### src/logic/masku_pkg.sv
package masku_pkg;

  //////////////////////////////
  // Sizes
  //////////////////////////////

  // Four lanes of 64 bits make one full VRF word
  localparam int unsigned NrLanes          = 4;
  localparam int unsigned ElenW            = 64;
  localparam int unsigned WordW            = NrLanes * ElenW;
  // One vector register spans eight full words
  localparam int unsigned VlenBits         = 2048;
  localparam int unsigned WordsPerReg      = VlenBits / WordW;
  // Instruction ids handed out by the sequencer
  localparam int unsigned NrVInsn          = 4;
  localparam int unsigned ResultQueueDepth = 2;

  //////////////////////////////
  // Vector types
  //////////////////////////////

  typedef logic [ElenW-1:0] elen_t;
  // Lane n holds bits n*ElenW and up
  typedef logic [WordW-1:0] word_t;
  // Wide enough to hold VlenBits itself
  typedef logic [$clog2(VlenBits):0] vlen_t;
  typedef logic [$clog2(NrVInsn)-1:0] vid_t;
  // 32 architectural vector registers
  typedef logic [4:0] vreg_t;
  // Register number on top, word index below
  typedef logic [$bits(vreg_t)+$clog2(WordsPerReg)-1:0] vaddr_t;
  typedef logic [NrLanes-1:0] lane_mask_t;

  // Mask-logical operations, a is vs2 and b is vs1
  typedef enum logic [2:0] {
    MOP_AND,
    MOP_ANDNOT,
    MOP_OR,
    MOP_XOR,
    MOP_NAND,
    MOP_NOR,
    MOP_XNOR,
    MOP_ORNOT
  } mask_op_e;

  //////////////////////////////
  // Structs
  //////////////////////////////

  // Request from the sequencer
  typedef struct packed {
    vid_t     id;
    mask_op_e op;
    vreg_t    vd;
    vlen_t    vl;
  } mask_req_t;

  // One beat of operands from all lanes
  typedef struct packed {
    word_t a;
    word_t b;
    word_t old_vd;
  } lane_beat_t;

  // One result word on its way back to the lanes
  typedef struct packed {
    vid_t   id;
    vaddr_t addr;
    word_t  wdata;
  } result_t;

  typedef struct packed {
    logic [NrVInsn-1:0] done;
  } done_t;

endpackage

### src/logic/mask_alu.sv
`timescale 1ns/1ns

module mask_alu (
  input  masku_pkg::lane_beat_t beat_i,
  input  masku_pkg::mask_op_e   op_i,
  input  masku_pkg::vlen_t      remaining_i,
  output masku_pkg::word_t      wdata_o
);

  import masku_pkg::*;

  // Per-lane operation results, lane n at bits n*ElenW
  elen_t [NrLanes-1:0] op_res;
  // High where the bit is inside vl
  word_t               bit_en;

  // Bitwise mask logic on one lane word
  function automatic elen_t lane_logic(mask_op_e op, elen_t a, elen_t b);
    elen_t res;
    case (op)
      MOP_AND:    res = a & b;
      MOP_ANDNOT: res = a & ~b;
      MOP_OR:     res = a | b;
      MOP_XOR:    res = a ^ b;
      MOP_NAND:   res = ~(a & b);
      MOP_NOR:    res = ~(a | b);
      MOP_XNOR:   res = ~(a ^ b);
      MOP_ORNOT:  res = a | ~b;
      default:    res = '0;
    endcase
    return res;
  endfunction

  //////////////////////////////
  // Tail enable
  //////////////////////////////

  // Bits below remaining_i are live, so 256 or more enables the whole word
  always_comb begin
    for (int k = 0; k < WordW; k++) begin
      bit_en[k] = (vlen_t'(k) < remaining_i);
    end
  end

  //////////////////////////////
  // Lane datapath
  //////////////////////////////

  for (genvar l = 0; l < NrLanes; l++) begin : gen_lane
    assign op_res[l] = lane_logic(op_i,
                                  beat_i.a[l*ElenW +: ElenW],
                                  beat_i.b[l*ElenW +: ElenW]);
  end

  // Tail bits keep the old destination
  assign wdata_o = (op_res & bit_en) | (beat_i.old_vd & ~bit_en);

endmodule

### src/logic/mask_ctrl.sv
`timescale 1ns/1ns

module mask_ctrl (
  input  logic                  clk_i,
  input  logic                  rst_ni,
  // Sequencer side
  input  masku_pkg::mask_req_t  req_i,
  input  logic                  req_valid_i,
  output logic                  req_ready_o,
  // Operand strobes to and from the lanes
  input  masku_pkg::lane_mask_t operand_valid_i,
  output logic                  operand_ready_o,
  // Result queue status
  input  logic                  queue_full_i,
  input  logic                  queue_pop_i,
  // Push side of the result queue
  output logic                  push_o,
  output masku_pkg::vid_t       push_id_o,
  output masku_pkg::vaddr_t     push_addr_o,
  // ALU control
  output masku_pkg::mask_op_e   op_o,
  output masku_pkg::vlen_t      issue_remaining_o,
  // Completion
  output masku_pkg::done_t      done_o
);

  import masku_pkg::*;

  typedef enum logic {
    CTRL_IDLE,
    CTRL_BUSY
  } ctrl_state_e;

  // Word index inside the destination register
  typedef logic [$clog2(WordsPerReg)-1:0] word_idx_t;

  ctrl_state_e state_d, state_q;
  mask_req_t   req_q;
  // Bits still to issue and bits still to commit
  vlen_t       issue_cnt_d, issue_cnt_q;
  vlen_t       commit_cnt_d, commit_cnt_q;
  word_idx_t   word_idx_d, word_idx_q;
  done_t       done_d, done_q;

  logic accept;
  logic consume;

  //////////////////////////////
  // Handshakes
  //////////////////////////////

  // Only one instruction in flight
  assign req_ready_o = (state_q == CTRL_IDLE);
  assign accept      = req_ready_o && req_valid_i;

  // A beat needs every lane, work left and a free queue slot
  assign consume = (state_q == CTRL_BUSY) && (&operand_valid_i) &&
                   (issue_cnt_q != '0) && !queue_full_i;

  // Same pulse acknowledges all lanes at once
  assign operand_ready_o = consume;
  assign push_o          = consume;

  // Word j of the instruction lives at vd*WordsPerReg + j
  assign push_id_o   = req_q.id;
  assign push_addr_o = vaddr_t'(req_q.vd) * vaddr_t'(WordsPerReg) + vaddr_t'(word_idx_q);

  assign op_o              = req_q.op;
  assign issue_remaining_o = issue_cnt_q;
  assign done_o            = done_q;

  //////////////////////////////
  // Counters and FSM
  //////////////////////////////

  always_comb begin
    state_d      = state_q;
    issue_cnt_d  = issue_cnt_q;
    commit_cnt_d = commit_cnt_q;
    word_idx_d   = word_idx_q;
    done_d       = '0;

    // New instruction loads both counters with vl
    if (accept) begin
      state_d      = CTRL_BUSY;
      issue_cnt_d  = req_i.vl;
      commit_cnt_d = req_i.vl;
      word_idx_d   = '0;
    end

    // Issue side, one full word per beat
    if (consume) begin
      word_idx_d = word_idx_q + 1'b1;
      if (issue_cnt_q > vlen_t'(WordW)) begin
        issue_cnt_d = issue_cnt_q - vlen_t'(WordW);
      end else begin
        issue_cnt_d = '0;
      end
    end

    // Commit side follows the queue pops
    if (queue_pop_i && (state_q == CTRL_BUSY)) begin
      if (commit_cnt_q > vlen_t'(WordW)) begin
        commit_cnt_d = commit_cnt_q - vlen_t'(WordW);
      end else begin
        commit_cnt_d = '0;
      end
      // Last word granted by every lane
      if (commit_cnt_d == '0) begin
        done_d.done[req_q.id] = 1'b1;
        state_d               = CTRL_IDLE;
      end
    end
  end

  always_ff @(posedge clk_i or negedge rst_ni) begin
    if (!rst_ni) begin
      state_q      <= CTRL_IDLE;
      issue_cnt_q  <= '0;
      commit_cnt_q <= '0;
      word_idx_q   <= '0;
      done_q       <= '0;
    end else begin
      state_q      <= state_d;
      issue_cnt_q  <= issue_cnt_d;
      commit_cnt_q <= commit_cnt_d;
      word_idx_q   <= word_idx_d;
      done_q       <= done_d;
    end
  end

  // Instruction register, loaded on accept only
  always_ff @(posedge clk_i) begin
    if (accept) begin
      req_q <= req_i;
    end
  end

endmodule

### src/logic/mask_result_queue.sv
`timescale 1ns/1ns

module mask_result_queue (
  input  logic                  clk_i,
  input  logic                  rst_ni,
  // Push side
  input  logic                  push_i,
  input  masku_pkg::result_t    push_data_i,
  output logic                  full_o,
  // Write-back to the lanes
  output masku_pkg::lane_mask_t req_o,
  output masku_pkg::result_t    head_o,
  input  masku_pkg::lane_mask_t gnt_i,
  // Head retired by every lane
  output logic                  pop_o
);

  import masku_pkg::*;

  typedef logic [$clog2(ResultQueueDepth)-1:0] ptr_t;
  typedef logic [$clog2(ResultQueueDepth+1)-1:0] cnt_t;

  // Entry payload
  result_t    [ResultQueueDepth-1:0] data_q;
  // Lanes that still have to grant each entry
  lane_mask_t [ResultQueueDepth-1:0] pend_d, pend_q;

  ptr_t wr_ptr_d, wr_ptr_q;
  ptr_t rd_ptr_d, rd_ptr_q;
  cnt_t cnt_d, cnt_q;

  logic       empty;
  lane_mask_t head_left;

  // Wrap a pointer at the queue depth
  function automatic ptr_t ptr_next(ptr_t ptr);
    ptr_t nxt;
    if (ptr == ptr_t'(ResultQueueDepth - 1)) begin
      nxt = '0;
    end else begin
      nxt = ptr + 1'b1;
    end
    return nxt;
  endfunction

  assign empty  = (cnt_q == '0);
  assign full_o = (cnt_q == cnt_t'(ResultQueueDepth));

  //////////////////////////////
  // Head entry
  //////////////////////////////

  assign head_o = data_q[rd_ptr_q];
  assign req_o  = pend_q[rd_ptr_q];

  // Lanes still pending once this cycle's grants count
  assign head_left = pend_q[rd_ptr_q] & ~gnt_i;
  // Pop on the grant from the last outstanding lane
  assign pop_o     = !empty && (head_left == '0);

  always_comb begin
    pend_d   = pend_q;
    wr_ptr_d = wr_ptr_q;
    rd_ptr_d = rd_ptr_q;
    cnt_d    = cnt_q;

    // Granted lanes drop their request next cycle
    pend_d[rd_ptr_q] = head_left;

    if (pop_o) begin
      rd_ptr_d = ptr_next(rd_ptr_q);
    end

    // New word requests every lane
    if (push_i) begin
      pend_d[wr_ptr_q] = '1;
      wr_ptr_d         = ptr_next(wr_ptr_q);
    end

    // Push and pop together leave the count alone
    if (push_i && !pop_o) begin
      cnt_d = cnt_q + 1'b1;
    end else if (pop_o && !push_i) begin
      cnt_d = cnt_q - 1'b1;
    end
  end

  always_ff @(posedge clk_i or negedge rst_ni) begin
    if (!rst_ni) begin
      pend_q   <= '0;
      wr_ptr_q <= '0;
      rd_ptr_q <= '0;
      cnt_q    <= '0;
    end else begin
      pend_q   <= pend_d;
      wr_ptr_q <= wr_ptr_d;
      rd_ptr_q <= rd_ptr_d;
      cnt_q    <= cnt_d;
    end
  end

  // Storage, written only at the tail
  always_ff @(posedge clk_i) begin
    if (push_i) begin
      data_q[wr_ptr_q] <= push_data_i;
    end
  end

endmodule

### src/logic/mask_unit.sv
`timescale 1ns/1ns

module mask_unit (
  input  logic                  clk_i,
  input  logic                  rst_ni,
  // Sequencer
  input  masku_pkg::mask_req_t  req_i,
  input  logic                  req_valid_i,
  output logic                  req_ready_o,
  // Operands from the lanes
  input  masku_pkg::lane_beat_t operands_i,
  input  masku_pkg::lane_mask_t operand_valid_i,
  output logic                  operand_ready_o,
  // Results to the lanes
  output masku_pkg::lane_mask_t result_req_o,
  output masku_pkg::vaddr_t     result_addr_o,
  output masku_pkg::vid_t       result_id_o,
  output masku_pkg::word_t      result_wdata_o,
  input  masku_pkg::lane_mask_t result_gnt_i,
  // Completion to the sequencer
  output masku_pkg::done_t      done_o
);

  import masku_pkg::*;

  // Control to datapath
  logic     push;
  vid_t     push_id;
  vaddr_t   push_addr;
  mask_op_e op;
  vlen_t    issue_remaining;
  word_t    wdata;
  // Queue status
  logic     full;
  logic     pop;
  result_t  push_data;
  result_t  head;

  mask_ctrl i_ctrl (
    .clk_i             (clk_i),
    .rst_ni            (rst_ni),
    .req_i             (req_i),
    .req_valid_i       (req_valid_i),
    .req_ready_o       (req_ready_o),
    .operand_valid_i   (operand_valid_i),
    .operand_ready_o   (operand_ready_o),
    .queue_full_i      (full),
    .queue_pop_i       (pop),
    .push_o            (push),
    .push_id_o         (push_id),
    .push_addr_o       (push_addr),
    .op_o              (op),
    .issue_remaining_o (issue_remaining),
    .done_o            (done_o)
  );

  mask_alu i_alu (
    .beat_i      (operands_i),
    .op_i        (op),
    .remaining_i (issue_remaining),
    .wdata_o     (wdata)
  );

  // Control fields and ALU word form one queue entry
  assign push_data = '{id: push_id, addr: push_addr, wdata: wdata};

  mask_result_queue i_queue (
    .clk_i       (clk_i),
    .rst_ni      (rst_ni),
    .push_i      (push),
    .push_data_i (push_data),
    .full_o      (full),
    .req_o       (result_req_o),
    .head_o      (head),
    .gnt_i       (result_gnt_i),
    .pop_o       (pop)
  );

  // Head entry is common to all lanes
  assign result_addr_o  = head.addr;
  assign result_id_o    = head.id;
  assign result_wdata_o = head.wdata;

endmodule

### config.mk
export PLATFORM = sky130hd
export DESIGN_NAME = mask_unit
export DESIGN_NICKNAME = d
export VERILOG_FILES = /design/src/logic/masku_pkg.sv /design/src/logic/mask_alu.sv /design/src/logic/mask_ctrl.sv /design/src/logic/mask_result_queue.sv /design/src/logic/mask_unit.sv
export SDC_FILE = /design/constraint.sdc
export NUM_CORES = 2
export LEC_CHECK = 0
export BUFFER_PORTS_ARGS = -buffer_cell sky130_fd_sc_hd__buf_2
export CAP_MARGIN = 20
export CORE_AREA = 10 10 415 417
export DETAILED_ROUTE_END_ITERATION = 16
export DIE_AREA = 0 0 425 427
export PLACE_DENSITY_LB_ADDON = 0.05
export SLEW_MARGIN = 20
export SYNTH_ARGS = -nofsm -noshare
export SYNTH_HDL_FRONTEND = slang
export SYNTH_HIERARCHICAL = 1
export SYNTH_SLANG_ARGS = --single-unit
### constraint.sdc
create_clock -name clk_i -period 11.44 [get_ports clk_i]
set_input_delay 1.716 -clock clk_i [delete_from_list [all_inputs] [get_ports clk_i]]
set_output_delay 1.716 -clock clk_i [all_outputs]
set_load 0.01 [all_outputs]
==> results.json <==
{
  "status": "completed",
  "place_area_um2": 65190,
  "worstPathCellList": "buf_4 > buf_4 > mux2_2 > buf_2",
  "internal_power_mw": 6.008,
  "drt-vias-per-instance": 5.579,
  "worst_hold_path_type": "reg -> reg",
  "synthArstFlopShare": 0.07509,
  "fin_cells": 9440,
  "rsz0062_at_grt": "false",
  "cts_buffer_depth": 3,
  "crit_slowest_cell": "buf_4",
  "numPortBuffers": 1076,
  "timing.rr.end": "i_queue/data_q[445]$_DFFE_PP_",
  "wire_per_inst_um": 29.65,
  "routed_wl_um": 279900,
  "worstPathArrival_ns": 3.44,
  "route.met2.wl_um": 128600,
  "slew-limit-headroom": 0.2315,
  "grt_pass1_vias": 50750,
  "critPathLaunchType": "flip-flop",
  "grt_max_degree": 167,
  "synthesis.nets": 8063,
  "synth_most_common_cell": "ha_1",
  "synth_top_area_share": 0.2802,
  "critPathMostFrequentCell": "buf_4",
  "crit_family": "buffers and inverters",
  "endpoint": "result_wdata_o[26]",
  "io_pins": 1077,
  "crit_path_end_kind": "primary output",
  "hold_viol": 0,
  "h-tree-depth": 3,
  "p_leak_nw": 31.14,
  "drt_iter0_markers": 4630,
  "num_vias": 52660,
  "drive_gt1_frac": 0.2423,
  "dpl.hpwl_um": 207100,
  "clkTransAtPathRegs_ns": 0.06,
  "gr-usage-all-layers": 0.2923,
  "clock_sinks": 586,
  "num-nets-final": 8867,
  "drt-met1-wl_um": 111400,
  "required_ns": 9.72,
  "routed-wl-met3_um": 19200,
  "start_util": 0.3541,
  "fmax_ghz": 0.1940,
  "clk_latency_ns": 0.73,
  "synthCells": 6232,
  "dr.pass1.iters": 6,
  "synth-seq-cells": 586,
  "dieArea_um2": 181500,
  "top_layer_used": "met5",
  "crit_type": "reg -> out",
  "min_path_cells": 0,
  "synthTopCellsByCount": "1030 x ha_1, 634 x inv_1, 542 x edfxtp_1, 500 x nor2_1, 402 x nand2_1",
  "overflow": 0,
  "synth_area_per_cell_um2": 9.321,
  "drv_slew": 0,
  "fin_crit_sh": 0.4507,
  "synth_seq_area_share": 0.2991,
  "cts_buffers": 80,
  "p_per_area_nw_per_um2": 158.8,
  "routabilityCongestion": 0.8694,
  "fp.dieW_um": 425,
  "synth_cell_type_count": 80,
  "die-height_um": 427,
  "post_cts_resized": 0,
  "max-cap-violations": 0,
  "synth_area_leaders": "edfxtp_1 28%, ha_1 22%, mux2_2 6.3%",
  "setup_ws_ns": 6.284,
  "tightest_slew_ns": 1.149,
  "pwr-share-comb": 0.488,
  "yosysWarningCount": 6,
  "worstPathMaxFanout": 60,
  "finalSetupTns_ns": 0,
  "rr_worst_depth": 9,
  "ys.flop_type": "edfxtp_1",
  "r2r_slack_ns": 6.50,
  "seq_power_share": 0.270,
  "cpPeakStageDelay_ns": 0.81,
  "finalSetupViolations": 0,
  "core_area_um2": 164100,
  "yosys.area.top_type": "edfxtp_1",
  "rows": 149,
  "syn_to_final_growth_pct": 17.48,
  "post-place-cells": 9143,
  "final_antenna_net_count": 0,
  "r2r-start": "i_ctrl/op_o[0]$_DFFE_PP_",
  "grt_pass1_wl_um": 383700,
  "post-cts-setup-buffer-count": 0,
  "finClkSkew_ns": 0.02744,
  "sw_frac_of_total": 0.4456,
  "place_ws_ns": 5.998,
  "cts_tree": "yes",
  "ir_worst_vdd_mv": 0.1093,
  "antenna_found_initial": 286,
  "drc": 0,
  "syn_area_um2": 58090,
  "synth_edf_count": 542,
  "crit_cells": 4,
  "power_switching_mw": 4.829,
  "critPathBufInv": 3,
  "hold_buffers": 0,
  "startpoint": "i_queue/rd_ptr_q$_DFFE_PN0P_",
  "clkPwrFrac": 0.242,
  "cts.root.buffer_cell": "clkbuf_16",
  "stdcell_area_um2": 68240,
  "min_period_ns": 5.156
}
## worst reg2reg max path, stage by stage, from the launching register on
cell,delay [ns]
edfxtp_1,0.45
buf_4,0.61
buf_12,0.66
buf_4,0.98
buf_4,0.76
mux2i_1,0.27
nor2_1,0.06
o21ai_0,0.18
o221ai_1,0.23
mux2i_1,0.48
## through the flow
stage          utilization  hold WS (ns)  power [mW]
4_1_cts             0.4137        0.4461       10.89
2_1_floorplan            -        0.4215       5.815
5_1_grt             0.4154        0.4511       11.34
3_5_place_dp        0.3973        0.4322       8.228
6_report            0.4160        0.4486       10.84
3_3_place_gp        0.3973        0.4288       8.177
## metal layers
layer  up-vias  track usage
met5         -            0
met4       138       0.1989
met3       754      0.06821
met2      2101       0.4654
met1     25710       0.3496
li1      23960            -
## placed cells by master, fill, tap and decap left out, types with 124 or more instances in the layout
cell type	synthesis	layout
a21oi_1	394	394
buf_2	146	1076
diode_2	0	149
edfxtp_1	542	542
ha_1	1030	1030
inv_1	634	632
mux2_2	324	324
mux2i_1	212	212
nand2_1	402	397
nand2b_1	145	141
nor2_1	500	495
o21ai_0	395	395
o221ai_1	157	157
o22ai_1	124	124
## worst min-delay path by stage
stage / endpoint / slack (ns) / startpoint
2_1_floorplan: i_queue/data_q[259]$_DFFE_PP_ / 0.42 / i_ctrl/req_q[12]$_DFFE_PP_
3_3_place_gp: i_queue/data_q[525]$_DFFE_PP_ / 0.43 / i_ctrl/req_q[12]$_DFFE_PP_
3_5_place_dp: i_queue/data_q[526]$_DFFE_PP_ / 0.43 / i_ctrl/req_q[13]$_DFFE_PP_
4_1_cts: i_queue/data_q[526]$_DFFE_PP_ / 0.45 / i_ctrl/req_q[13]$_DFFE_PP_
5_1_grt: i_queue/data_q[260]$_DFFE_PP_ / 0.45 / i_ctrl/req_q[13]$_DFFE_PP_
6_report: i_queue/data_q[526]$_DFFE_PP_ / 0.45 / i_ctrl/req_q[13]$_DFFE_PP_
## layout make-up
class / instances / area (um2)
repair buffers: 1163 / 6138
inverters: 639 / 2431
flip-flops and latches: 586 / 17390
well taps: 2189 / 2739
clock inverters: 51 / 564.3
clock buffers: 97 / 2116
multi-input cells: 4566 / 36490
fillers: 16490 / 95820
diodes: 149 / 372.9
## logic make-up (layout without fill, tap and decap cells)
family,count (synthesis),count (layout),synth area share
simple gates,1264,1264,0.09729
mux,583,583,0.1174
other cells,0,149,0
fa+ha+maj,1030,1030,0.2219
xor+xnor,6,6,0.0009047
flops,586,586,0.2991
compound gates,1683,1683,0.1892
buf+inv,1080,1950,0.07412
## registers in the layout (all words and copies together), names as in the netlist, 2 cells and up
name	cells
i_ctrl/done_o	4
i_queue/cnt_q	2
i_queue/data_q	532
i_queue/pend_q	8
i_ctrl/op_o	3
i_ctrl/push_id_o	2
i_ctrl/commit_cnt_q	12
i_ctrl/req_q	5
i_ctrl/word_idx_q	3
i_ctrl/issue_remaining_o	12
## power by group through the flow
stage               clock (mW)  combinational [mW]  sequential [mW]
floorplan                    0                2.94             2.88
global placement             0                5.21             2.97
detailed placement           0                5.26             2.97
CTS                       2.68                5.29             2.93
global route              2.76                5.64             2.94
finish                    2.62                5.29             2.93
No activity file was read; power rests on OpenSTA's default activity.
